[src/design/pid_pkg.sv]
package pid_pkg;

	//////////////////////////////
	// widths
	//////////////////////////////

	localparam int N_LANE   = 2;                 // control loops
	localparam int W_LANE   = $clog2(N_LANE);    // lane index
	localparam int W_ADC    = 18;                // adc sample
	localparam int W_COMP   = 64;                // computation word
	localparam int W_DAC    = 16;                // dac code
	localparam int W_COEF   = 16;                // pid coefficients
	localparam int W_MLT    = 10;                // opp multiplier, sets the largest gain
	localparam int W_OSM    = 3;                 // oversample mode field
	localparam int OSM_MAX  = 4;                 // largest mode, 16 samples per group
	localparam int W_ACC    = W_ADC + OSM_MAX;   // filter accumulator, room for 16 samples
	localparam int W_CHAN   = 3;                 // dac channel address, 8 channels
	localparam int W_FRAME  = 32;                // dac serial frame
	localparam int W_BITCNT = $clog2(2 * W_FRAME); // two clk50 cycles per frame bit

	//////////////////////////////
	// dac frame constants
	//////////////////////////////

	localparam logic [3:0]         DAC_CMD_WRITE = 4'd3;          // write and update one channel
	localparam logic [W_FRAME-1:0] DAC_REF_FRAME = 32'h0800_0001; // internal reference on

	//////////////////////////////
	// types
	//////////////////////////////

	typedef logic signed [W_ADC-1:0]  adc_sample_t;
	typedef logic signed [W_COMP-1:0] comp_t;
	typedef logic        [W_DAC-1:0]  dac_word_t;

	typedef struct packed {
		adc_sample_t              setpoint;
		logic signed [W_COEF-1:0] p_coef;
		logic signed [W_COEF-1:0] i_coef;
		logic signed [W_COEF-1:0] d_coef;
	} pid_cfg_t;

	typedef struct packed {
		dac_word_t               out_max;
		dac_word_t               out_min;
		dac_word_t               out_init;   // output when correction is zero
		logic signed [W_MLT-1:0] multiplier;
	} opp_cfg_t;

	typedef struct packed {
		logic [W_OSM-1:0] osm;
		pid_cfg_t         pid;
		opp_cfg_t         opp;
	} lane_cfg_t;

	typedef struct packed {
		logic [W_CHAN-1:0] chan;
		dac_word_t         data;
	} dac_cmd_t;

	typedef struct packed {
		logic nsync;  // frame select, active low
		logic sclk;
		logic din;
		logic nldac;  // held low, dac updates on each write
		logic nclr;   // held high
	} dac_pins_t;

	// lane config after reset: full output range, unity gain, everything else zero
	localparam lane_cfg_t LANE_CFG_RESET = '{
		osm: '0,
		pid: '0,
		opp: '{out_max: 16'hffff, out_min: 16'h0000, out_init: 16'h0000, multiplier: 10'sd1}
	};

endpackage

[src/design/output_preprocessor.sv]
`timescale 1ns/100ps

module output_preprocessor (
	input  logic              clk50,
	input  logic              rst,
	input  pid_pkg::comp_t    corr,
	input  logic              corr_valid,
	input  pid_pkg::opp_cfg_t cfg,
	input  logic              lock_en,     // loop closed, else no output
	output pid_pkg::dac_word_t word,
	output logic              word_valid
);

	pid_pkg::comp_t     scaled;   // correction times multiplier
	pid_pkg::comp_t     level;    // around out_init, still unclamped
	pid_pkg::dac_word_t clamped;

	//////////////////////////////
	// scale and clamp
	//////////////////////////////

	always_comb begin
		scaled = pid_pkg::comp_t'(cfg.multiplier) * corr;
		level  = pid_pkg::comp_t'(cfg.out_init) + scaled;  // init zero extended
		if (level > pid_pkg::comp_t'(cfg.out_max))
			clamped = cfg.out_max;
		else if (level < pid_pkg::comp_t'(cfg.out_min))
			clamped = cfg.out_min;
		else
			clamped = level[pid_pkg::W_DAC-1:0];  // in range, upper bits are zero
	end

	always_ff @(posedge clk50) begin
		if (rst)
			word_valid <= 1'b0;
		else
			word_valid <= corr_valid && lock_en;
	end

	always_ff @(posedge clk50) begin
		if (corr_valid)
			word <= clamped;
	end

	// word must respect the range that was set when it was computed
	a_word_range: assert property (
		@(posedge clk50) disable iff (rst)
		word_valid && $past(cfg.out_min <= cfg.out_max) |->
			word <= $past(cfg.out_max) && word >= $past(cfg.out_min)
	);

endmodule

[config.mk]
export PLATFORM = sky130hd
export DESIGN_NAME = output_preprocessor
export DESIGN_NICKNAME = d
export VERILOG_FILES = /design/src/design/pid_pkg.sv /design/src/design/output_preprocessor.sv
export SDC_FILE = /design/constraint.sdc
export NUM_CORES = 2
export LEC_CHECK = 0
export BUFFER_PORTS_ARGS = -buffer_cell sky130_fd_sc_hd__buf_2
export CAP_MARGIN = 20
export CELL_PAD_IN_SITES_DETAIL_PLACEMENT = 1
export CELL_PAD_IN_SITES_GLOBAL_PLACEMENT = 2
export CORE_MARGIN = 3
export CORE_UTILIZATION = 40
export CTS_CLUSTER_SIZE = 40
export DETAILED_ROUTE_END_ITERATION = 6
export GPL_ROUTABILITY_DRIVEN = 0
export GPL_TIMING_DRIVEN = 1
export PLACE_DENSITY = 0.85
export SYNTH_ARGS = -nofsm -noshare
export SYNTH_HDL_FRONTEND = slang
export SYNTH_SLANG_ARGS = --single-unit
[constraint.sdc]
create_clock -name clk50 -period 9.93 [get_ports clk50]
set_input_delay 1.4895 -clock clk50 [delete_from_list [all_inputs] [get_ports clk50]]
set_output_delay 1.4895 -clock clk50 [all_outputs]
set_load 0.02 [all_outputs]
==> metrics.md <==
| Metric | Value |
|---|---|
| Status | finished, final reports clean |
| Vias per inst | ~5.4 |
| Die H | between 200 and 250 um |
| Drt first pass iters | 5 |
| Main combinational cell family by area after synthesis | adder cells |
| Top cell type by total area after synthesis | fa_1 |
| Chip width | approximately 240 um |
| CP peak stage delay | 550 ps |
| Remaining DRCs | 0 |
| Initial core utilization | 0.4060 |
| Cell Rows | 86 |
| Synth top area share | 0.4199 |
| Port buffer count | 142 |
| Layout area overhead | 6.246% |
| H-tree levels | 1 |
| Final worst path period share | 0.9437 |
| Vias | 18.82k |
| Flops & latches, synth | 17 |
| Most common cell in the synthesized netlist | inv_1 |
| Number of synthesized flops with an enable pin | 16 |
| I/O pins | roughly 140 |
| Final Max Tran Viols | 0 |
| Share of layout cells above drive strength 1 | 0.08303 |
| Post-synthesis mux area share | 0.003956 |
| Slew headroom | 0.4726 |
| Post-synthesis sequential area ratio | 0.02229 |
| Complex-gate fraction of the synthesized area | 0.1039 |
| Yosys warns | 0 |
| Fmax | around 110 MHz |
| Critical path launch point type | input port |
| RSZ-0062 raised after global routing | false |
| Half-perimeter wire length after detailed placement | 62310 um |
| DRT antenna net count | 0 |
| Most used flip-flop cell after synthesis | edfxtp_1 |
| Fin crit period | 9371 ps |
| CTS tree | built |
| Worst-margin pin slew | around 800 ps |
| Core Region | 0.05531 mm^2 |
| Gr ovfl total | 0 |
| CP Capture Type | flop |
| Avg Cell Area, Syn | a little over 8 um^2 |
| Deepest clock path buffer count | 2 |
| Largest net degree at the start of global routing | 56 |
| First-pass GRT wire length | between 100000 and 150000 um |
| Post-synthesis async set-or-reset flop share | 0 |
| Wire per inst | 21.08 um |
| Synth Area in XOR/XNOR | 0.01872 |
| Vias in the first global route | between 20k and 25k |
| Hold Startpoint | rst |
| Synthesized net count | between 3k and 4k |
| Total track usage | 0.2502 |
| CP arrival | 9450 ps |
| Adder-cell area share of the yosys netlist | 0.5152 |
| Final WL | 73680 um |
| Initial antenna violation count | 5 |
| First-iteration detailed-routing DRC count | 947 |
| Max-cap viol count | 0 |
| Final Hold Violating Endpoints | 0 |
| CP max FO | 33 |
| Worst hold path class | in -> reg |
| Synth unique cells | between 80 and 90 |
| Top cell by count, worst path | fa_1 |
| Post-Syn Instances | 2730 |
| Setup TNS | 0 ps |
| Post-synthesis instance area | roughly 0.022 mm^2 |
| Hold path cells | 2 |
| Kind of critical path | in -> reg |
| Final setup viols | 0 |
| Largest cells by area after synthesis | fa_1 42%, inv_1 9.6%, ha_1 9.5%, and2_1 7.0%, nand2_1 6.8% |
| Fillcell total | 6763 |
| CP required | 10010 ps |
| Nets | 3515 |
| Simple-gate share of the synthesized area | 0.2082 |
| Area of the die | slightly below 0.06 mm^2 |
| Reg clk slew, reported paths | about 60 ps |
| Slowest stage cell, crit path | fa_1 |
| CTS buffer count | 3 |
| Most frequent cells after synthesis | 575 x inv_1, 471 x fa_1, 409 x nand2_1 |
| Clk root buf | clkbuf_16 |
| Hold path endpoint | word_valid |
| Clock sinks | 17 |
==> cells by family after synthesis <==
group | after synthesis
AOI/OAI and AO/OA | 331
adders and majority gates | 642
xor gates and xnor gates | 48
DFF | 17
muxes | 8
and+or+nand+nor | 935
buffers and inverters | 749
==> per-layer routing <==
metal,vias to the layer above,share of wire,track usage
li1,8450,-,-
met3,113,0.047,0.02497
met2,453,0.50,0.4491
met5,-,0.00054,0
met1,9802,0.43,0.3265
met4,6,0.026,0.05571
==> placed cells by master, fill, tap and decap left out, drive strengths merged, types with 5 or more instances in the layout <==
master / count
inv: 577
fa: 471
nand2: 409
and2: 250
buf: 182
ha: 171
a21oi: 90
nor2: 71
o21ai: 59
nand4: 50
nor2b: 44
xnor2: 37
a211oi: 28
nand3: 25
a21o: 24
nand2b: 23
nor3: 17
o2111ai: 17
a311o: 16
edfxtp: 16
and3: 13
xor2: 11
a31oi: 11
nor4: 11
or3: 9
o211ai: 8
o21a: 8
o31ai: 7
a211o: 6
a2111oi: 6
a221o: 5
a22oi: 5
a221oi: 5
==> critical path, delay by kind of cell <==
kind / cells / cell delay (ps)
AOI/OAI and AO/OA: 10 / 2240
xor gates and xnor gates: 1 / 180
adders and majority gates: 7 / 3210
buffers and inverters: 7 / 930
muxes: 1 / 210
and+or+nand+nor: 6 / 1180
==> metrics by stage <==
| step | worst slack, ps | cells | hold slack (ps) | cell area, um^2 | util |
|---|---|---|---|---|---|
| floorplan | 716.7 | 2730 | 1561 | 22460 | - |
| global placement | 436.4 | 3488 | 1645 | 23740 | 0.4293 |
| detailed placement | 135.5 | 3488 | 1648 | 23740 | 0.4293 |
| CTS | 404.5 | 3492 | 1380 | 23820 | 0.4307 |
| global route | 43.94 | 3494 | 1408 | 23860 | 0.4313 |
| finish | 558.7 | 3495 | 1382 | 23860 | 0.4314 |
==> layout make-up <==
class,count,area [um^2],area share
repair buffers,183,1062,0.04452
flip-flops and latches,17,500.5,0.02098
diodes,1,2.502,0.0001049
clock inverters,1,5.005,0.0002098
multi-input cells,1964,19110,0.8009
inverters,578,2170,0.09094
clock buffers,3,75.07,0.003147
well taps,748,935.9,0.03923
==> state kept, by name, summed over array words and instances (netlist names) <==
| name | cells |
|---|---|
| word | 16 |
| word_valid | 1 |
==> worst max path at each step <==
stage,depth (start not counted),to,slack [ps],startpoint
global route,32,word[15],40,cfg[3]
detailed placement,31,word[15],140,cfg[1]
finish,32,word[15],560,cfg[3]
global placement,31,word[1],440,cfg[1]
floorplan,32,word[12],720,cfg[3]
CTS,31,word[15],400,cfg[1]
==> what timing repair did <==
item | CTS | global route
gates resized for setup | 0 | 2
endpoints found under the hold margin | 0 | 0
hold buffers | 0 | 0
buffers inserted | 0 | 2
setup endpoints to repair | 0 | 16
Power is not shown: default switching activity piles up to over one toggle a cycle in this logic, so the estimate is an artifact.
