--- config.mk ---
export PLATFORM = sky130hd
export DESIGN_NAME = dac_controller
export DESIGN_NICKNAME = d
export VERILOG_FILES = /design/src/design/pid_pkg.sv /design/src/design/dac_controller.sv
export SDC_FILE = /design/constraint.sdc
export NUM_CORES = 1
export LEC_CHECK = 0
export ABC_CLOCK_PERIOD_IN_PS = 4120
export CORE_AREA = 2 2 78 80
export DETAILED_ROUTE_END_ITERATION = 10
export DIE_AREA = 0 0 80 82
export DONT_BUFFER_PORTS = 1
export PLACE_DENSITY = 0.52
export SLEW_MARGIN = 30
export SYNTH_ARGS = -nofsm -noshare
export SYNTH_HDL_FRONTEND = slang
export SYNTH_SLANG_ARGS = --single-unit
export TNS_END_PERCENT = 20
--- constraint.sdc ---
create_clock -name clk50 -period 4.12 [get_ports clk50]
set_input_delay 0.824 -clock clk50 [delete_from_list [all_inputs] [get_ports clk50]]
set_output_delay 0.824 -clock clk50 [all_outputs]
set_load 0.01 [all_outputs]
--- src/design/pid_pkg.sv ---
package pid_pkg;

	//////////////////////////////
	// widths
	//////////////////////////////

	localparam int N_LANE   = 2;                 // control loops
	localparam int W_LANE   = $clog2(N_LANE);    // lane index
	localparam int W_ADC    = 18;                // adc sample
	localparam int W_COMP   = 64;                // computation word
	localparam int W_DAC    = 16;                // dac code
	localparam int W_COEF   = 16;                // pid coefficients
	localparam int W_MLT    = 10;                // opp multiplier, sets the largest gain
	localparam int W_OSM    = 3;                 // oversample mode field
	localparam int OSM_MAX  = 4;                 // largest mode, 16 samples per group
	localparam int W_ACC    = W_ADC + OSM_MAX;   // filter accumulator, room for 16 samples
	localparam int W_CHAN   = 3;                 // dac channel address, 8 channels
	localparam int W_FRAME  = 32;                // dac serial frame
	localparam int W_BITCNT = $clog2(2 * W_FRAME); // two clk50 cycles per frame bit

	//////////////////////////////
	// dac frame constants
	//////////////////////////////

	localparam logic [3:0]         DAC_CMD_WRITE = 4'd3;          // write and update one channel
	localparam logic [W_FRAME-1:0] DAC_REF_FRAME = 32'h0800_0001; // internal reference on

	//////////////////////////////
	// types
	//////////////////////////////

	typedef logic signed [W_ADC-1:0]  adc_sample_t;
	typedef logic signed [W_COMP-1:0] comp_t;
	typedef logic        [W_DAC-1:0]  dac_word_t;

	typedef struct packed {
		adc_sample_t              setpoint;
		logic signed [W_COEF-1:0] p_coef;
		logic signed [W_COEF-1:0] i_coef;
		logic signed [W_COEF-1:0] d_coef;
	} pid_cfg_t;

	typedef struct packed {
		dac_word_t               out_max;
		dac_word_t               out_min;
		dac_word_t               out_init;   // output when correction is zero
		logic signed [W_MLT-1:0] multiplier;
	} opp_cfg_t;

	typedef struct packed {
		logic [W_OSM-1:0] osm;
		pid_cfg_t         pid;
		opp_cfg_t         opp;
	} lane_cfg_t;

	typedef struct packed {
		logic [W_CHAN-1:0] chan;
		dac_word_t         data;
	} dac_cmd_t;

	typedef struct packed {
		logic nsync;  // frame select, active low
		logic sclk;
		logic din;
		logic nldac;  // held low, dac updates on each write
		logic nclr;   // held high
	} dac_pins_t;

	// lane config after reset: full output range, unity gain, everything else zero
	localparam lane_cfg_t LANE_CFG_RESET = '{
		osm: '0,
		pid: '0,
		opp: '{out_max: 16'hffff, out_min: 16'h0000, out_init: 16'h0000, multiplier: 10'sd1}
	};

endpackage

--- src/design/dac_controller.sv ---
`timescale 1ns/100ps

module dac_controller (
	input  logic                clk50,
	input  logic                rst,
	input  pid_pkg::dac_cmd_t   cmd,
	input  logic                cmd_valid,
	output logic                done,      // one cycle after nsync rises
	output pid_pkg::dac_pins_t  dac
);

	typedef enum logic [1:0] {
		ST_REF,    // reference setup frame pending
		ST_IDLE,
		ST_SHIFT,  // frame on the wire
		ST_END     // nsync back high
	} state_t;

	state_t                          state;
	logic [pid_pkg::W_FRAME-1:0]     frame;
	logic [pid_pkg::W_FRAME-1:0]     shreg;      // bits still to send, msb next
	logic [pid_pkg::W_BITCNT-1:0]    cnt;        // clk50 cycles into the frame
	logic                            start;
	logic                            cmd_frame;  // frame came from a command
	logic                            nsync_q;
	logic                            sclk_q;
	logic                            din_q;

	always_comb begin
		// prefix, control, address (msb unused), data, feature
		frame = {4'h0, pid_pkg::DAC_CMD_WRITE, 1'b0, cmd.chan, cmd.data, 4'h0};
		if (state == ST_REF)
			frame = pid_pkg::DAC_REF_FRAME;
		// during done the queue still shows the old command
		start = (state == ST_REF) || (state == ST_IDLE && cmd_valid && !done);
	end

	//////////////////////////////
	// frame fsm
	//////////////////////////////

	// sclk rises with each new din bit, the dac samples on the falling edge
	always_ff @(posedge clk50) begin
		if (rst) begin
			state     <= ST_REF;
			nsync_q   <= 1'b1;
			sclk_q    <= 1'b0;
			din_q     <= 1'b0;
			done      <= 1'b0;
			cmd_frame <= 1'b0;
			cnt       <= '0;
		end else begin
			done <= 1'b0;
			case (state)
				ST_REF, ST_IDLE: begin
					if (start) begin
						nsync_q   <= 1'b0;
						sclk_q    <= 1'b1;  // first rising edge with nsync
						din_q     <= frame[pid_pkg::W_FRAME-1];
						cmd_frame <= (state == ST_IDLE);
						cnt       <= '0;
						state     <= ST_SHIFT;
					end
				end
				ST_SHIFT: begin
					cnt <= cnt + 1'b1;
					if (cnt == '1) begin          // 64th cycle low
						nsync_q <= 1'b1;
						sclk_q  <= 1'b0;
						state   <= ST_END;
					end else if (cnt[0]) begin
						sclk_q <= 1'b1;
						din_q  <= shreg[pid_pkg::W_FRAME-1];
					end else begin
						sclk_q <= 1'b0;             // falling edge, din held
					end
				end
				ST_END: begin
					done  <= cmd_frame;  // reference frame acks nothing
					state <= ST_IDLE;
				end
				default: state <= ST_IDLE;
			endcase
		end
	end

	always_ff @(posedge clk50) begin
		if (start)
			shreg <= {frame[pid_pkg::W_FRAME-2:0], 1'b0};  // msb already on din
		else if (state == ST_SHIFT && cnt[0] && cnt != '1)
			shreg <= {shreg[pid_pkg::W_FRAME-2:0], 1'b0};
	end

	assign dac = '{nsync: nsync_q, sclk: sclk_q, din: din_q, nldac: 1'b0, nclr: 1'b1};

	// every frame keeps nsync low for 64 clk50 cycles
	a_frame_len: assert property (
		@(posedge clk50) disable iff (rst)
		$fell(nsync_q) |-> ##63 !nsync_q ##1 nsync_q
	);

endmodule

==> impl_metrics.tcl <==
set metrics [dict create \
    status "complete, no violations" \
    start_util_pct 33.47 \
    setup_clock_skew_after_layout_ns 0.01284 \
    final_area_um2 2053 \
    final.setup.tns_ns 0 \
    areaGrowthSynthToFinish_pct 6.766 \
    die_height_um 82 \
    ys_warn_count 0 \
    tritoncts.num_buffers 5 \
    clk_root_buffer_cell "clkbuf_8" \
    cts_num_sinks 44 \
    critPathBufInv 2 \
    dpl-instance-area_um2 1932 \
    worst_path_max_delay_cell "a21oi_1" \
    clock_insertion_delay_worst_skew_ns 0.30 \
    crit_required_ns 4.09 \
    drt.antenna.violating_nets 0 \
    setup-violations-final 0 \
    layout.nets 199 \
    synth_commonest_cells "nand2_1, edfxtp_1, a21oi_1" \
    grt_pass1_wl_um 5685 \
    die_area_um2 6560 \
    slew-limit-headroom_pct 42.90 \
    antenna_cells_inserted 0 \
    drt_drc_violations_left 0 \
    vdd_ir_drop_max_uv 143.1 \
    post-synth-top-count-cell "nand2_1" \
    maximum_number_of_pins_on_one_net_before_global_route_repair 25 \
    max_cap_viol_count 0 \
    share_of_final_layout_standard_cells_stronger_than_drive_strength_1_pct 8.475 \
    timing.critical_path.max_delay_family "compound AO/OA/AOI/OAI gates" \
    timing.critical_path.fanout_max 24 \
    worst_hold_path.num_cells 1 \
    critical-path-max-stage-delay_ns 0.68 \
    rsz0062_at_grt "no" \
    grt_antenna_before_repair 0 \
    max_slew.worst_pin.slew_ns 0.8564 \
    netlist-cell-type-count 32 \
    ys.flop_type "edfxtp_1" \
    timing.final.crit_share_pct 57.14 \
    r2r_start "done" \
    final.min_clock_period_ns 2.354 \
    worstSetupEndpointType "flop" \
    worst_r2r_path_depth 5 \
    route.detailed.wl_per_inst_um 13.27 \
    routed_wirelength_um 3343 \
    r2r_end "shreg[31]" \
    clk_pin_slew_ns 0.08 \
    placement.io_buffers 0 \
    finalHoldViolCount 0 \
    leakage_nw 0.7343 \
    syn-instance-count 182 \
    final_max_slew_viol_count 0 \
    die-width_um 80 \
    cts-resized-gates 0 \
    placementRows 28 \
    tritoncts "done" \
    first_global_vias 1258 \
    globalplace.congestion 0.7539 \
    syn_area_um2 1923 \
    synth_top_cells_by_area "edfxtp_1, dfxtp_1, nand2_1, a21oi_1, nor2b_1" \
    core_area_um2 5746 \
    cts_setup_buffers 0 \
    max_freq_mhz 424.8 \
    dr_total_vias 1218 \
    crit_path_cell_trace "nand2b_1 -> a21oi_1 -> inv_1 -> o21ai_2 -> buf_4" \
    number_of_flops_mapped_to_enable_cells_by_yosys 31 \
    holdCritStartpoint "shreg[31]" \
    worst_hold_path.endpoint "din_q" \
    routed_via_density 4.833 \
    worstSetupPathType "input port to flop" \
    synth.ff_latch_count 44 \
    floorplan.io_pins 28 \
    gr-total-overflow 0 \
    yosys.area.top_type_share_pct 48.41 \
    setup.worst_path.start_class "input port" \
    post_synthesis_net_count 205 \
    power_density_nw_per_um2 437.9 \
    worst-endpoint-arrival_ns 2.32 \
    reg2reg_slack_ns 1.80 \
    track_usage_pct 11.43 \
    min_path_type "flop to flop" \
    ctsHtreeMaxLevel 2 \
    largest_area_contributor_in_the_netlist "edfxtp_1" \
    detailed_place_hpwl_um 2284 \
    avgSynthCellArea_um2 10.57 \
    cts-root-to-sink-buffers 2 \
    seq_area_frac_synth_pct 61.94 \
    drt_pre_antenna_iters 4 \
    async_reset_ff_share_pct 0 \
    cts.hold.buffers_added 0 \
    dr.first_iter.drc_count 52 \
]
[flip-flops by register name, summed over array words and instances (netlist names)]
| name | cells |
|---|---|
| nsync_q | 1 |
| din_q | 1 |
| sclk_q | 1 |
| cnt | 6 |
| shreg | 31 |
| done | 1 |
| state | 2 |
| cmd_frame | 1 |
[cells by family (layout without fill, tap and decap cells)]
logic type	after synthesis	in the layout	share of synthesized area (%)
flip-flops	44	44	61.94
AO/OA/AOI/OAI	38	38	10.93
buffers and inverters	16	11	5.595
AND/OR/NAND/NOR	81	81	20.50
other	2	2	0.3905
adder cells (fa/ha/maj)	1	1	0.6505
[worst max-delay path by stage]
stage | start | end | slack [ns] | depth (start not counted)
floorplan | cnt[0] | shreg[10] | 0.47 | 4
global placement | cmd_valid | shreg[19] | 1.49 | 5
detailed placement | cmd_valid | shreg[28] | 1.40 | 5
CTS | cmd_valid | shreg[28] | 1.68 | 5
global route | done | shreg[31] | 1.55 | 5
finish | cmd_valid | shreg[31] | 1.77 | 5
[final cells by class]
| cell class | instances | area (µm²) |
|---|---|---|
| inverter | 1 | 3.754 |
| clock buffer | 6 | 82.58 |
| clock inverter | 2 | 38.79 |
| sequential | 44 | 1191 |
| tap | 75 | 93.84 |
| multi-input combinational | 122 | 628.1 |
| timing repair buffer | 2 | 15.01 |
| fill | 607 | 3692 |
[metal layers]
| metal | part of all wire, % | vias up | GRT usage (%) |
|---|---|---|---|
| met3 | 3.7 | 5 | 3.956 |
| met5 | 0 | - | 0 |
| met1 | 47 | 583 | 14.54 |
| li1 | - | 609 | - |
| met4 | 1.6 | 0 | 4.068 |
| met2 | 48 | 21 | 18.17 |
[report_power, final]
part	switching, mW	internal [mW]	total, mW	leakage, nW
clock network	0.147	0.198	0.345	0.0614
registers	0.00993	0.502	0.512	0.426
logic	0.0263	0.0153	0.0417	0.247
total	0.183	0.716	0.899	0.734
[cell usage in the layout, fill, tap and decap left out, types with 3 or more instances in the layout]
master	instances
dfxtp_1	13
a211oi_1	3
nor2b_1	10
nor2_1	16
a21oi_1	28
nand2_1	38
clkbuf_8	6
edfxtp_1	31
[stage by stage]
step                      utilization (%)  setup WS [ns]  hold WS [ns]  std cells  power, mW
after detailed placement            33.62          1.399        0.4641        244     0.5653
after global routing                35.74          1.551        0.5083        252     0.9362
after CTS                           35.74          1.685        0.4763        252     0.9112
after floorplan                         -         0.4703        0.4426        182     0.5596
after global placement              33.62          1.492        0.4614        244     0.5631
final                               35.74          1.766        0.4732        252     0.8991
(Power assumes the default switching activity.)
