==> config.mk <==
export PLATFORM = sky130hd
export DESIGN_NAME = oversample_filter
export DESIGN_NICKNAME = d
export VERILOG_FILES = /design/src/design/pid_pkg.sv /design/src/design/oversample_filter.sv
export SDC_FILE = /design/constraint.sdc
export NUM_CORES = 1
export LEC_CHECK = 0
export ABC_AREA = 1
export BUFFER_PORTS_ARGS = -buffer_cell sky130_fd_sc_hd__buf_4
export CAP_MARGIN = 40
export CORE_ASPECT_RATIO = 1.5
export CORE_MARGIN = 4
export CORE_UTILIZATION = 50
export CTS_BUF_LIST = sky130_fd_sc_hd__clkbuf_4
export DETAILED_ROUTE_END_ITERATION = 12
export HOLD_SLACK_MARGIN = 0.1
export PLACE_DENSITY_LB_ADDON = 0.15
export SETUP_SLACK_MARGIN = 0.2
export SLEW_MARGIN = 0
export SYNTH_ARGS = -nofsm -noshare
export SYNTH_HDL_FRONTEND = slang
export SYNTH_SLANG_ARGS = --single-unit
==> constraint.sdc <==
create_clock -name clk50 -period 3.8 [get_ports clk50]
set_clock_uncertainty 0.1 [all_clocks]
set_input_delay 0.19 -clock clk50 [delete_from_list [all_inputs] [get_ports clk50]]
set_output_delay 0.19 -clock clk50 [all_outputs]
set_load 0.005 [all_outputs]
==> src/design/pid_pkg.sv <==
package pid_pkg;

	//////////////////////////////
	// widths
	//////////////////////////////

	localparam int N_LANE   = 2;                 // control loops
	localparam int W_LANE   = $clog2(N_LANE);    // lane index
	localparam int W_ADC    = 18;                // adc sample
	localparam int W_COMP   = 64;                // computation word
	localparam int W_DAC    = 16;                // dac code
	localparam int W_COEF   = 16;                // pid coefficients
	localparam int W_MLT    = 10;                // opp multiplier, sets the largest gain
	localparam int W_OSM    = 3;                 // oversample mode field
	localparam int OSM_MAX  = 4;                 // largest mode, 16 samples per group
	localparam int W_ACC    = W_ADC + OSM_MAX;   // filter accumulator, room for 16 samples
	localparam int W_CHAN   = 3;                 // dac channel address, 8 channels
	localparam int W_FRAME  = 32;                // dac serial frame
	localparam int W_BITCNT = $clog2(2 * W_FRAME); // two clk50 cycles per frame bit

	//////////////////////////////
	// dac frame constants
	//////////////////////////////

	localparam logic [3:0]         DAC_CMD_WRITE = 4'd3;          // write and update one channel
	localparam logic [W_FRAME-1:0] DAC_REF_FRAME = 32'h0800_0001; // internal reference on

	//////////////////////////////
	// types
	//////////////////////////////

	typedef logic signed [W_ADC-1:0]  adc_sample_t;
	typedef logic signed [W_COMP-1:0] comp_t;
	typedef logic        [W_DAC-1:0]  dac_word_t;

	typedef struct packed {
		adc_sample_t              setpoint;
		logic signed [W_COEF-1:0] p_coef;
		logic signed [W_COEF-1:0] i_coef;
		logic signed [W_COEF-1:0] d_coef;
	} pid_cfg_t;

	typedef struct packed {
		dac_word_t               out_max;
		dac_word_t               out_min;
		dac_word_t               out_init;   // output when correction is zero
		logic signed [W_MLT-1:0] multiplier;
	} opp_cfg_t;

	typedef struct packed {
		logic [W_OSM-1:0] osm;
		pid_cfg_t         pid;
		opp_cfg_t         opp;
	} lane_cfg_t;

	typedef struct packed {
		logic [W_CHAN-1:0] chan;
		dac_word_t         data;
	} dac_cmd_t;

	typedef struct packed {
		logic nsync;  // frame select, active low
		logic sclk;
		logic din;
		logic nldac;  // held low, dac updates on each write
		logic nclr;   // held high
	} dac_pins_t;

	// lane config after reset: full output range, unity gain, everything else zero
	localparam lane_cfg_t LANE_CFG_RESET = '{
		osm: '0,
		pid: '0,
		opp: '{out_max: 16'hffff, out_min: 16'h0000, out_init: 16'h0000, multiplier: 10'sd1}
	};

endpackage

==> src/design/oversample_filter.sv <==
`timescale 1ns/100ps

module oversample_filter (
	input  logic                      clk50,
	input  logic                      rst,
	input  pid_pkg::adc_sample_t      sample,
	input  logic                      sample_valid,
	input  logic [pid_pkg::W_OSM-1:0] osm,        // group of 2^osm samples
	output pid_pkg::adc_sample_t      out,
	output logic                      out_valid
);

	logic signed [pid_pkg::W_ACC-1:0] acc;        // sum of the group so far
	logic signed [pid_pkg::W_ACC-1:0] acc_next;   // sum including this sample
	logic        [pid_pkg::OSM_MAX-1:0] cnt;      // samples already in the group
	logic        [pid_pkg::OSM_MAX-1:0] group_last; // 2^osm - 1
	logic                               last;

	always_comb begin
		acc_next   = acc + pid_pkg::W_ACC'(sample);  // sign extended
		group_last = ~('1 << osm);
		last       = (cnt == group_last);
	end

	//////////////////////////////
	// count and accumulate
	//////////////////////////////

	always_ff @(posedge clk50) begin
		if (rst) begin
			acc       <= '0;
			cnt       <= '0;
			out_valid <= 1'b0;
		end else begin
			out_valid <= 1'b0;
			if (sample_valid) begin
				if (last) begin
					acc       <= '0;     // restart group
					cnt       <= '0;
					out_valid <= 1'b1;
				end else begin
					acc <= acc_next;
					cnt <= cnt + 1'b1;
				end
			end
		end
	end

	// average is the group sum shifted down, arithmetic keeps the sign
	always_ff @(posedge clk50) begin
		if (sample_valid && last)
			out <= pid_pkg::adc_sample_t'(acc_next >>> osm);
	end

	// modes above 16 samples would overflow cnt and acc
	a_osm_range: assert property (
		@(posedge clk50) disable iff (rst)
		sample_valid |-> osm <= pid_pkg::OSM_MAX
	);

endmodule

==> results by group, run 1 <==
Critical path
  – Worst Setup SP: sample_valid
  – Reg-to-reg critical path endpoint: out[5]$_DFFE_PP_
  – Critical path arrival: approximately 2.9 ns
  – CP Max Fanout: 25
  – Worst Setup Start Kind: input port
  – Critical Path Sink: acc[1]$_SDFFE_PP0P_
  – Worst R2R Setup Slack: roughly 1.3 ns
  – Critical Path Sink Type: flop
  – Required time of the critical path: between 4 and 5 ns
  – Reg-to-Reg Start: acc[0]$_SDFFE_PP0P_
  – Worst r2r path cells: 14
  – Critical Setup Path Class: in2reg

Synthesis
  – Post-Syn Area per Cell: between 6 and 7 um^2
  – Main synth FF type: dfxtp_1
  – Synth Net Count: ~630
  – Unique masters post-synth: 38
  – Number of synthesized flops with an enable pin: 18
  – Ys async rst share: 0
  – Yosys warning count: 0
  – Gate Count Post-Synth: approximately 600
  – Yosys top cell area share: 0.187
  – Dominant cells by area after synthesis: nand2_1 19%, dfxtp_1 14%, edfxtp_1 14%, nand3_1 12%, ha_1 7.2%
  – Number of synthesized register bits: between 40 and 50
  – Leading area contributor after synthesis: nand2_1
  – Cell Area, Synth: 0.00381 mm^2
  – Sequential area share after synthesis: 0.284

STA
  – Final setup fails: 0
  – Period utilization: 0.685
  – Tightest Pin Transition: 0.843 ns
  – Final slew viol count: 0
  – Post-route minimum period: about 2.6 ns
  – Setup TNS: 0 ns
  – Fmax: a little under 400 MHz
  – Max_slew headroom: 0.438
  – Endpoints failing hold: 0
  – RSZ-0062 raised after global routing: false

Floorplan
  – Initial cell density of the core: 0.520
  – Die height: about 110 um
  – Num rows: 38
  – Core area: 0.00732 mm^2
  – Die area: 0.00910 mm^2
  – Die Width: ~79 um
  – IO Pins: between 40 and 50

GRT
  – Largest net degree at the start of global routing: 27
  – Global-route wire length before repair: ~17 mm
  – GRT Total Usage: 0.231
  – Initial antenna violation count: 0
  – Vias in the first global route: between 3000 and 4000
  – Global route overflow: 0

Final layout
  – Area Growth Syn to Fin: 12.1%
  – ANT cells: 0
  – Fill count: approximately 750
  – Nets: around 670
  – Multi-input logic area: around 0.0024 mm^2
  – Flip-flop and latch area: approximately 0.0011 mm^2
  – Layout cells sized above 1: 0.143
  – Final Instance Count excl. Fillers: about 720
  – Final core occ: 0.583

Drt
  – DR iter-0 viols: roughly 350
  – DRC errors left: 0
  – Routed WL: 9.94 mm
  – Via-to-Cell Ratio: approximately 5.3
  – Detailed Routing Iterations Pass 1: 6
  – DR WL/cell: approximately 14 um
  – Via Count: 3823
  – Antenna Nets Post-Route: 0

Power
  – Tot Pwr: 1.53 mW
  – Clk pwr share: 0.171
  – Power Dens Cells: 358 mW/mm^2
  – Pleak: approximately 2.2 nW
  – Cell Int Power: approximately 0.87 mW
  – Switching share of total power: 0.429
  – Net Sw Power: around 0.66 mW
  – Sequential power share: 0.369
  – IR drop worst, VDD: about 0.00018 V
  – Comb power frac: 0.460

Status
  – Status: finished clean

Clock tree
  – CTS Hold Bufs: 3
  – Number of H-tree levels: 2
  – # resized after CTS: 0
  – Num CTS Buffers: 5
  – Post-CTS Setup Bufs: 0
  – Sink Count: 45
  – CTS tree: built
  – Clock Latency Late Sink: slightly below 0.4 ns
  – Root Driver: clkbuf_4
  – Clk buf depth: 2
  – Clock slew seen by the registers of the worst setup and hold paths: approximately 0.15 ns

Placement
  – DP Wirelength: 8.14 mm
  – Port-buffer cells: 42
  – RD Place Congestion: 1.02
  – Placed Cells: just over 700

Run
  – Max cap viols: 0

Worst hold path
  – Tightest Hold Check Type: in2reg
  – HP Start: sample[0]
-- critical path, cell delays in order --
cell	delay [ns]
dlygate4sd3_1	0.52
buf_4	0.13
inv_1	0.36
nor2_2	0.64
inv_1	0.17
o22ai_1	0.15
inv_1	0.06
nor2_1	0.09
dlygate4sd3_1	0.56
-- sequential cells by signal, indices dropped and copies added, names as in the netlist --
name / cells
acc: 22
out: 18
cnt: 4
out_valid: 1
-- worst min-delay path by stage --
stage / end / slack, ns / depth (start not counted)
after floorplan: acc[1]$_SDFFE_PP0P_ / 0.27 / 3
after global placement: acc[5]$_SDFFE_PP0P_ / 0.36 / 2
after detailed placement: acc[3]$_SDFFE_PP0P_ / 0.36 / 2
after CTS: acc[0]$_SDFFE_PP0P_ / 0.12 / 4
after global routing: acc[0]$_SDFFE_PP0P_ / 0.13 / 4
final: acc[0]$_SDFFE_PP0P_ / 0.12 / 4
-- per-stage QoR --
stage	instance area (um^2)	worst slack [ns]	hold slack (ns)
floorplan	3810	1.59	0.271
global placement	4180	1.39	0.356
detailed placement	4180	1.35	0.362
CTS	4270	1.25	0.116
global route	4270	1.07	0.126
finish	4270	1.20	0.121
-- routing by layer --
layer	GRT usage	vias to the layer above	wire, um
li1	-	1975	-
met1	0.266	1720	4110
met2	0.415	105	5080
met3	0.0376	23	441
met4	0.101	0	306
met5	0	-	0
-- synth_stat cells (3+ instances only) --
cell type  number
ha_1           22
xor2_2          3
nor2_1         27
nand2_1       190
nand3_1        91
o21bai_1        3
mux2i_1         3
nand4_1         5
inv_2           4
dfxtp_1        27
inv_1          70
clkbuf_1        4
o21ai_0         5
o21ai_1         5
buf_2          12
o211ai_1        5
a21oi_1        39
nand2_2        15
nand3b_1        6
edfxtp_1       18
nand3_2         3
nor2_2          6
xor2_1          5
-- cells in the final DEF, fill, tap and decap left out, types with 2 or more instances in the layout --
cell,Yosys,final
inv_1,70,70
o211ai_1,5,5
xor2_2,3,3
nand4_1,5,5
nand3_1,91,91
nor2_1,27,27
a21oi_1,39,39
mux2i_1,3,3
o21bai_1,3,3
inv_2,4,4
nand2_2,15,15
edfxtp_1,18,18
o22ai_1,2,2
dfxtp_1,27,27
nand3_2,3,3
dlygate4sd3_1,0,3
buf_4,1,44
nand2_1,190,190
nand3b_1,6,6
o21ai_0,5,5
xor2_1,5,5
ha_1,22,22
nor2_2,6,6
clkbuf_4,0,5
xnor2_1,2,2
inv_6,0,2
xnor2_2,2,2
o21ai_1,5,5
-- power by group through the flow --
stage | sequential, mW | combinational, mW | clock, mW
after floorplan | 0.569 | 0.530 | 0
after global routing | 0.567 | 0.796 | 0.293
after CTS | 0.563 | 0.699 | 0.274
after global placement | 0.573 | 0.683 | 0
final | 0.563 | 0.703 | 0.262
after detailed placement | 0.574 | 0.692 | 0
-- kinds of logic after synthesis --
group	count (synthesis)	share of synthesized area
mux	3	0.00789
xor+xnor	12	0.0375
fa+ha+maj	23	0.0776
flops	45	0.284
buf+inv	92	0.0957
simple gates	350	0.409
compound gates	61	0.0881
-- layout make-up --
class                           count  area share
Sequential cell                    45       0.253
Multi-Input combinational cell    449       0.553
Tap cell                          100      0.0293
Clock buffer                        5     0.00880
Timing Repair Buffer               47      0.0844
Inverter                           74      0.0651
Clock inverter                      3     0.00586
Power figures use the tool's default switching activity.
==> run 2, diff against run 1 <==
==> constraint.sdc (replaced) <==
create_clock -name clk50 -period 2.65 [get_ports clk50]
set_clock_uncertainty 0.1 [all_clocks]
set_input_delay 0.1325 -clock clk50 [delete_from_list [all_inputs] [get_ports clk50]]
set_output_delay 0.1325 -clock clk50 [all_outputs]
set_load 0.005 [all_outputs]
==> results by group, run 2 (synthesis results as in run 1) <==
GRT
  – GRT Total Usage: 0.240
  – Largest net degree at the start of global routing: 27
  – Global-route wire length before repair: roughly 17 mm
  – Vias in the first global route: 3736
  – Global route overflow: 0
  – Initial antenna violation count: 1

Critical path
  – Critical path arrival: between 2 and 2.5 ns
  – Crit-path slowest cell: dlygate4sd3_1
  – Required time of the critical path: 2.69 ns
  – Bufs and invs on worst path: 4
  – Critical Path Sink Type: flop
  – CP max stage delay: about 0.54 ns
  – Delay-heaviest family, CP: simple AND/OR/NAND/NOR gates
  – CP Max Fanout: 4
  – Critical Setup Path Class: in2reg
  – Critical-path cell list: dlygate4sd3_1, buf_4, ha_4, inv_2, fa_2, inv_2, nand3_2, nand2_4, nand2_2, nand2_4, nand2_2, nand2_1, nand2_1, and2_4, nand2_4, nand3_2, nand3_1, nand2_1
  – Worst Setup Start Kind: input port

Power
  – Pleak: between 2 and 2.5 nW
  – Tot Pwr: about 2.3 mW
  – Power Dens Cells: approximately 500 mW/mm^2
  – IR drop worst, VDD: roughly 0.00028 V

Final layout
  – Area Growth Syn to Fin: 21.1%
  – Commonest non-fill, non-tap cell in the layout: nand2_1
  – Multi-input logic area: between 0.002 and 0.003 mm^2
  – Nets: 680
  – Layout cells sized above 1: 0.218
  – Biggest register: acc
  – Final Instance Count excl. Fillers: around 740
  – Top Registers: acc (22), out (18), cnt (4)
  – Flip-flop and latch area: roughly 0.0011 mm^2
  – Max reg flops: 22
  – Commonest non-fill, non-tap cells in the layout: 182 x nand2_1, 68 x nand3_1, 67 x inv_1, 47 x buf_4, 39 x a21oi_1
  – Fill count: around 710
  – Cell area after layout: between 0.004 and 0.005 mm^2

STA
  – Max_slew headroom: 0.535
  – Final worst setup slack: roughly 0.26 ns
  – Period utilization: 0.902
  – Setup TNS: 0 ns
  – Final slew viol count: 0
  – Final setup fails: 0
  – Fmax: about 420 MHz
  – Tightest Pin Transition: 0.697 ns
  – Post-route minimum period: around 2.4 ns
  – Endpoints failing hold: 0
  – RSZ-0062 raised after global routing: true

Placement
  – Port-buffer cells: 42
  – Pre-CTS WS: between 0.15 and 0.2 ns
  – Area after DPL: ~0.0042 mm^2
  – DP Wirelength: approximately 8.1 mm
  – Placed Cells: 713
  – RD Place Congestion: 0.969

Drt
  – Routed WL: 10.8 mm
  – Antenna Nets Post-Route: 0
  – DR iter-0 viols: 410
  – Via Count: about 4000
  – DRC errors left: 0
  – DR WL/cell: 14.7 um
  – Detailed Routing Iterations Pass 1: 7
  – Via-to-Cell Ratio: 5.41

Floorplan
  – Num rows: 38
  – IO Pins: 43
  – Core area: between 0.007 and 0.008 mm^2
  – Initial cell density of the core: 0.520
  – Die area: a little over 0.009 mm^2
  – Die Width: 79.2 um
  – Die height: 115 um

Clock tree
  – Number of H-tree levels: 2
  – Root Driver: clkbuf_4
  – Sink Count: 45
  – Clock Latency Late Sink: 0.38 ns
  – Clock slew seen by the registers of the worst setup and hold paths: roughly 0.14 ns
  – Num CTS Buffers: 5
  – Clk buf depth: 2
  – CTS tree: built

Run
  – Max cap viols: 0

Worst hold path
  – Tightest Hold Check Type: in2reg

Status
  – Status: finished clean
-- run 2: cell count changes in the layout (fill, tap and decap cells not counted), sizes merged --
cell / before / now
buf: 44 / 48
clkinvlp: 1 / 4
diode: 0 / 1
dlygate4sd3: 3 / 9
inv: 76 / 74
-- run 2: layout make-up --
type / instances / area share
repair inverters: 1 / 0.00109
clock buffers: 5 / 0.00815
inverters: 74 / 0.0611
diodes: 1 / 0.000543
repair buffers: 57 / 0.0986
well taps: 100 / 0.0272
flip-flops and latches: 45 / 0.235
multi-input cells: 449 / 0.564
clock inverters: 3 / 0.00462
-- run 2: through the flow --
step                      hold slack (ns)   util
after global routing                0.200  0.629
final                               0.167  0.629
after global placement              0.356  0.571
after floorplan                     0.214      -
after CTS                           0.132  0.595
after detailed placement            0.361  0.571
-- run 2: final timing paths --
kind              cells past startpoint  slack, ns                    to                 start
setup / recovery                     18       0.26      out[6]$_DFFE_PP_             sample[0]
hold / removal                        4       0.17     out[14]$_DFFE_PP_                osm[1]
setup reg to reg                     16       0.28      out[6]$_DFFE_PP_   acc[0]$_SDFFE_PP0P_
hold reg to reg                       2       0.38  acc[14]$_SDFFE_PP0P_  acc[14]$_SDFFE_PP0P_
-- run 2: worst min-delay path, stage by stage --
cell	delay, ns
buf_4	0.19
nand2_2	0.10
nand3_2	0.05
nand2_1	0.07
-- run 2: metal layers --
layer | vias to the layer above | wire length [um] | GRT usage
met3 | 37 | 433 | 0.0321
met1 | 1795 | 4470 | 0.268
li1 | 2007 | - | -
met5 | - | 0 | 0
met2 | 134 | 5430 | 0.437
met4 | 0 | 501 | 0.125
-- run 2: timing repair --
item,4_1_cts,5_1_grt
resized for setup,4,51
hold buffers,9,0
hold endpoints to repair,30,0
pin swaps,2,16
cloned,0,1
setup endpoints to repair,8,19
setup buffers,1,2
-- run 2: report_power, final --
| group | switching [mW] | total, mW | internal (mW) |
|---|---|---|---|
| clock | 0.248 | 0.352 | 0.104 |
| combinational | 0.715 | 1.13 | 0.419 |
| sequential | 0.0294 | 0.811 | 0.782 |
==> run 3, diff against run 2 <==
--- a/config.mk
+++ b/config.mk
@@ -5,7 +5,6 @@
 export SDC_FILE = /design/constraint.sdc
 export NUM_CORES = 1
 export LEC_CHECK = 0
-export ABC_AREA = 1
 export BUFFER_PORTS_ARGS = -buffer_cell sky130_fd_sc_hd__buf_4
 export CAP_MARGIN = 40
 export CORE_ASPECT_RATIO = 1.5
==> results by group, run 3 <==
Critical path
  – Critical-path cell list: ha_4, inv_2, fa_2, and2b_1, o2111ai_2, a211oi_2, buf_4, o31a_1, a31oi_1, xnor2_2, o221ai_2, a222oi_1
  – Critical Path Sink Type: flop
  – Delay-heaviest family, CP: compound AO/OA/AOI/OAI gates
  – CP Max Fanout: 4
  – Worst Setup Start Kind: flop
  – Worst r2r path cells: 12
  – Critical Setup Path Class: reg2reg
  – Bufs and invs on worst path: 2
  – Required time of the critical path: 2.72 ns
  – Crit-path slowest cell: a222oi_1
  – Critical path arrival: about 3.1 ns
  – Stages on worst setup path: 12
  – CP max stage delay: 0.40 ns

Clock tree
  – Number of H-tree levels: 2
  – Clk buf depth: 2
  – Clock slew seen by the registers of the worst setup and hold paths: about 0.14 ns
  – CTS tree: built
  – Root Driver: clkbuf_4
  – Num CTS Buffers: 5
  – Clock Latency Late Sink: 0.38 ns
  – Sink Count: between 40 and 50

Synthesis
  – Synth Net Count: 461
  – Post-Syn Area per Cell: 8.43 um^2
  – Yosys top cell area share: 0.155
  – Count leader, synth: nand2_1
  – Dominant cells by area after synthesis: dfxtp_1 15%, edfxtp_1 15%, ha_1 7.9%, nand2_1 6.3%, a21oi_1 6.3%
  – Sequential area share after synthesis: 0.310
  – Main synth FF type: dfxtp_1
  – Ys async rst share: 0
  – Number of synthesized flops with an enable pin: 18
  – Gate Count Post-Synth: 414
  – Cell Area, Synth: ~0.0035 mm^2
  – Number of synthesized register bits: 45
  – Yosys warning count: 0
  – Unique masters post-synth: 67
  – Top cells by count, synth: 59 x nand2_1, 44 x a21oi_1, 33 x nor2_1
  – Leading area contributor after synthesis: dfxtp_1

Final layout
  – Layout cells sized above 1: 0.411
  – ANT cells: 0
  – Nets: 572
  – Commonest non-fill, non-tap cell in the layout: buf_4
  – Commonest non-fill, non-tap cells in the layout: 116 x buf_4, 53 x nand2_1, 32 x a21oi_1, 31 x nor2_1, 25 x dfxtp_1
  – Final Instance Count excl. Fillers: 604
  – Top Registers: acc (22), out (18), cnt (4)
  – Max reg flops: 22
  – Biggest register: acc
  – Area Growth Syn to Fin: 42.2%

STA
  – Period utilization: 1.13
  – RSZ-0062 raised after global routing: true
  – Max_slew headroom: 0.678
  – Final worst setup slack: -0.350 ns
  – Final setup fails: 18
  – Endpoints failing hold: 0
  – Final slew viol count: 0
  – Fmax: around 330 MHz
  – Post-route minimum period: ~3 ns
  – Tightest Pin Transition: 0.479 ns

Drt
  – Routed WL: between 9 and 10 mm
  – Detailed Routing Iterations Pass 1: 7
  – DRC errors left: 0
  – DR WL/cell: around 16 um
  – Antenna Nets Post-Route: 0
  – Via Count: between 3000 and 4000
  – DR iter-0 viols: between 200 and 250
  – Via-to-Cell Ratio: 5.88

Floorplan
  – Core area: ~0.0068 mm^2
  – Die height: 110 um
  – IO Pins: 43
  – Die Width: roughly 76 um
  – Initial cell density of the core: 0.513
  – Num rows: 37
  – Die area: 0.00841 mm^2

Placement
  – Pre-CTS WS: -0.391 ns
  – DP Wirelength: 7.09 mm
  – Port-buffer cells: between 40 and 50
  – Placed Cells: ~580
  – RD Place Congestion: 0.906

GRT
  – Initial antenna violation count: 0
  – GRT Total Usage: 0.228
  – Vias in the first global route: around 3400
  – Global-route wire length before repair: 15.8 mm
  – Global route overflow: 0
  – Largest net degree at the start of global routing: 28

Status
  – Failing checks: setup timing
  – Status: finished with violations

Worst hold path
  – Depth of the worst hold-timing path: 3
  – Tightest Hold Check Type: in2reg

Power
  – Pleak: ~2.2 nW
  – Power Dens Cells: between 500 and 600 mW/mm^2
  – IR drop worst, VDD: about 0.00032 V

Run
  – Max cap viols: 0
[run 3: changes by cell type after synthesis, moves of 13 or more]
cell	before	now
inv_1	70	11
nand2_1	190	59
nand3_1	91	17
nand2_2	15	0
a22oi_1	0	13
mux2i_1	3	19
[run 3: metal layers]
layer | GRT usage | vias to the layer above | routed length (um)
li1 | - | 1739 | -
met1 | 0.265 | 1714 | 4060
met2 | 0.417 | 81 | 5220
met3 | 0.0309 | 19 | 389
met4 | 0.0988 | 0 | 253
met5 | 0 | - | 0
[run 3: path summary, 6_finish.rpt]
kind | start | endpoint | slack (ns)
worst min register to register | acc[11]$_SDFFE_PP0P_ | acc[11]$_SDFFE_PP0P_ | 0.38
worst min-delay path | osm[0] | out[5]$_DFFE_PP_ | 0.19
worst max-delay path | acc[0]$_SDFFE_PP0P_ | out[13]$_DFFE_PP_ | -0.35
worst max register to register | acc[0]$_SDFFE_PP0P_ | out[13]$_DFFE_PP_ | -0.35
[run 3: layout make-up]
cell class                 count  area, um^2
multi-input combinational    333        2650
timing repair buffer         128        1010
tap                           78        97.6
fill                         510        1840
clock inverter                 2        33.8
sequential                    45        1080
clock buffer                   6        45.0
inverter                      12        45.0
[run 3: logic make-up after synthesis]
group / count (synthesis) / share of synthesized area
AO/OA/AOI/OAI: 131 / 0.257
adder cells (fa/ha/maj): 23 / 0.0846
XOR/XNOR: 20 / 0.0545
multiplexers: 29 / 0.0911
AND/OR/NAND/NOR: 130 / 0.163
buffers and inverters: 36 / 0.0402
flip-flops: 45 / 0.310
[run 3: repair_timing]
item                                   CTS  global route
setup endpoints to repair               28            30
resized for setup                       43            32
hold buffers                             4             0
pin swaps                               13            15
setup buffers                           10             6
endpoints found under the hold margin   28             0
[run 3: per-stage QoR]
| step | utilization | hold WS (ns) | TNS [ns] | cell area [um^2] | power (mW) |
|---|---|---|---|---|---|
| 2_1_floorplan | - | 0.177 | -0.527 | 3530 | 1.66 |
| 3_3_place_gp | 0.641 | 0.353 | -3.17 | 4360 | 2.15 |
| 3_5_place_dp | 0.641 | 0.358 | -3.67 | 4360 | 2.17 |
| 4_1_cts | 0.701 | 0.175 | -3.37 | 4770 | 2.78 |
| 5_1_grt | 0.729 | 0.198 | -6.51 | 4960 | 3.09 |
| 6_report | 0.729 | 0.189 | -3.86 | 4960 | 2.90 |
[run 3: report_power, final]
| group | switching (mW) | total (mW) | internal [mW] |
|---|---|---|---|
| Combinational | 0.812 | 1.64 | 0.827 |
| Clock | 0.230 | 0.437 | 0.207 |
| Sequential | 0.0325 | 0.829 | 0.796 |
| Total | 1.07 | 2.90 | 1.83 |
[run 3: worst reg2reg max path: stages, from the launching register on]
cell       delay (ns)
dfxtp_2          0.37
ha_4             0.13
inv_2            0.03
fa_2             0.33
and2b_1          0.23
o2111ai_2        0.14
a211oi_2         0.21
buf_4            0.16
o31a_1           0.19
a31oi_1          0.15
xnor2_2          0.21
o221ai_2         0.15
a222oi_1         0.40
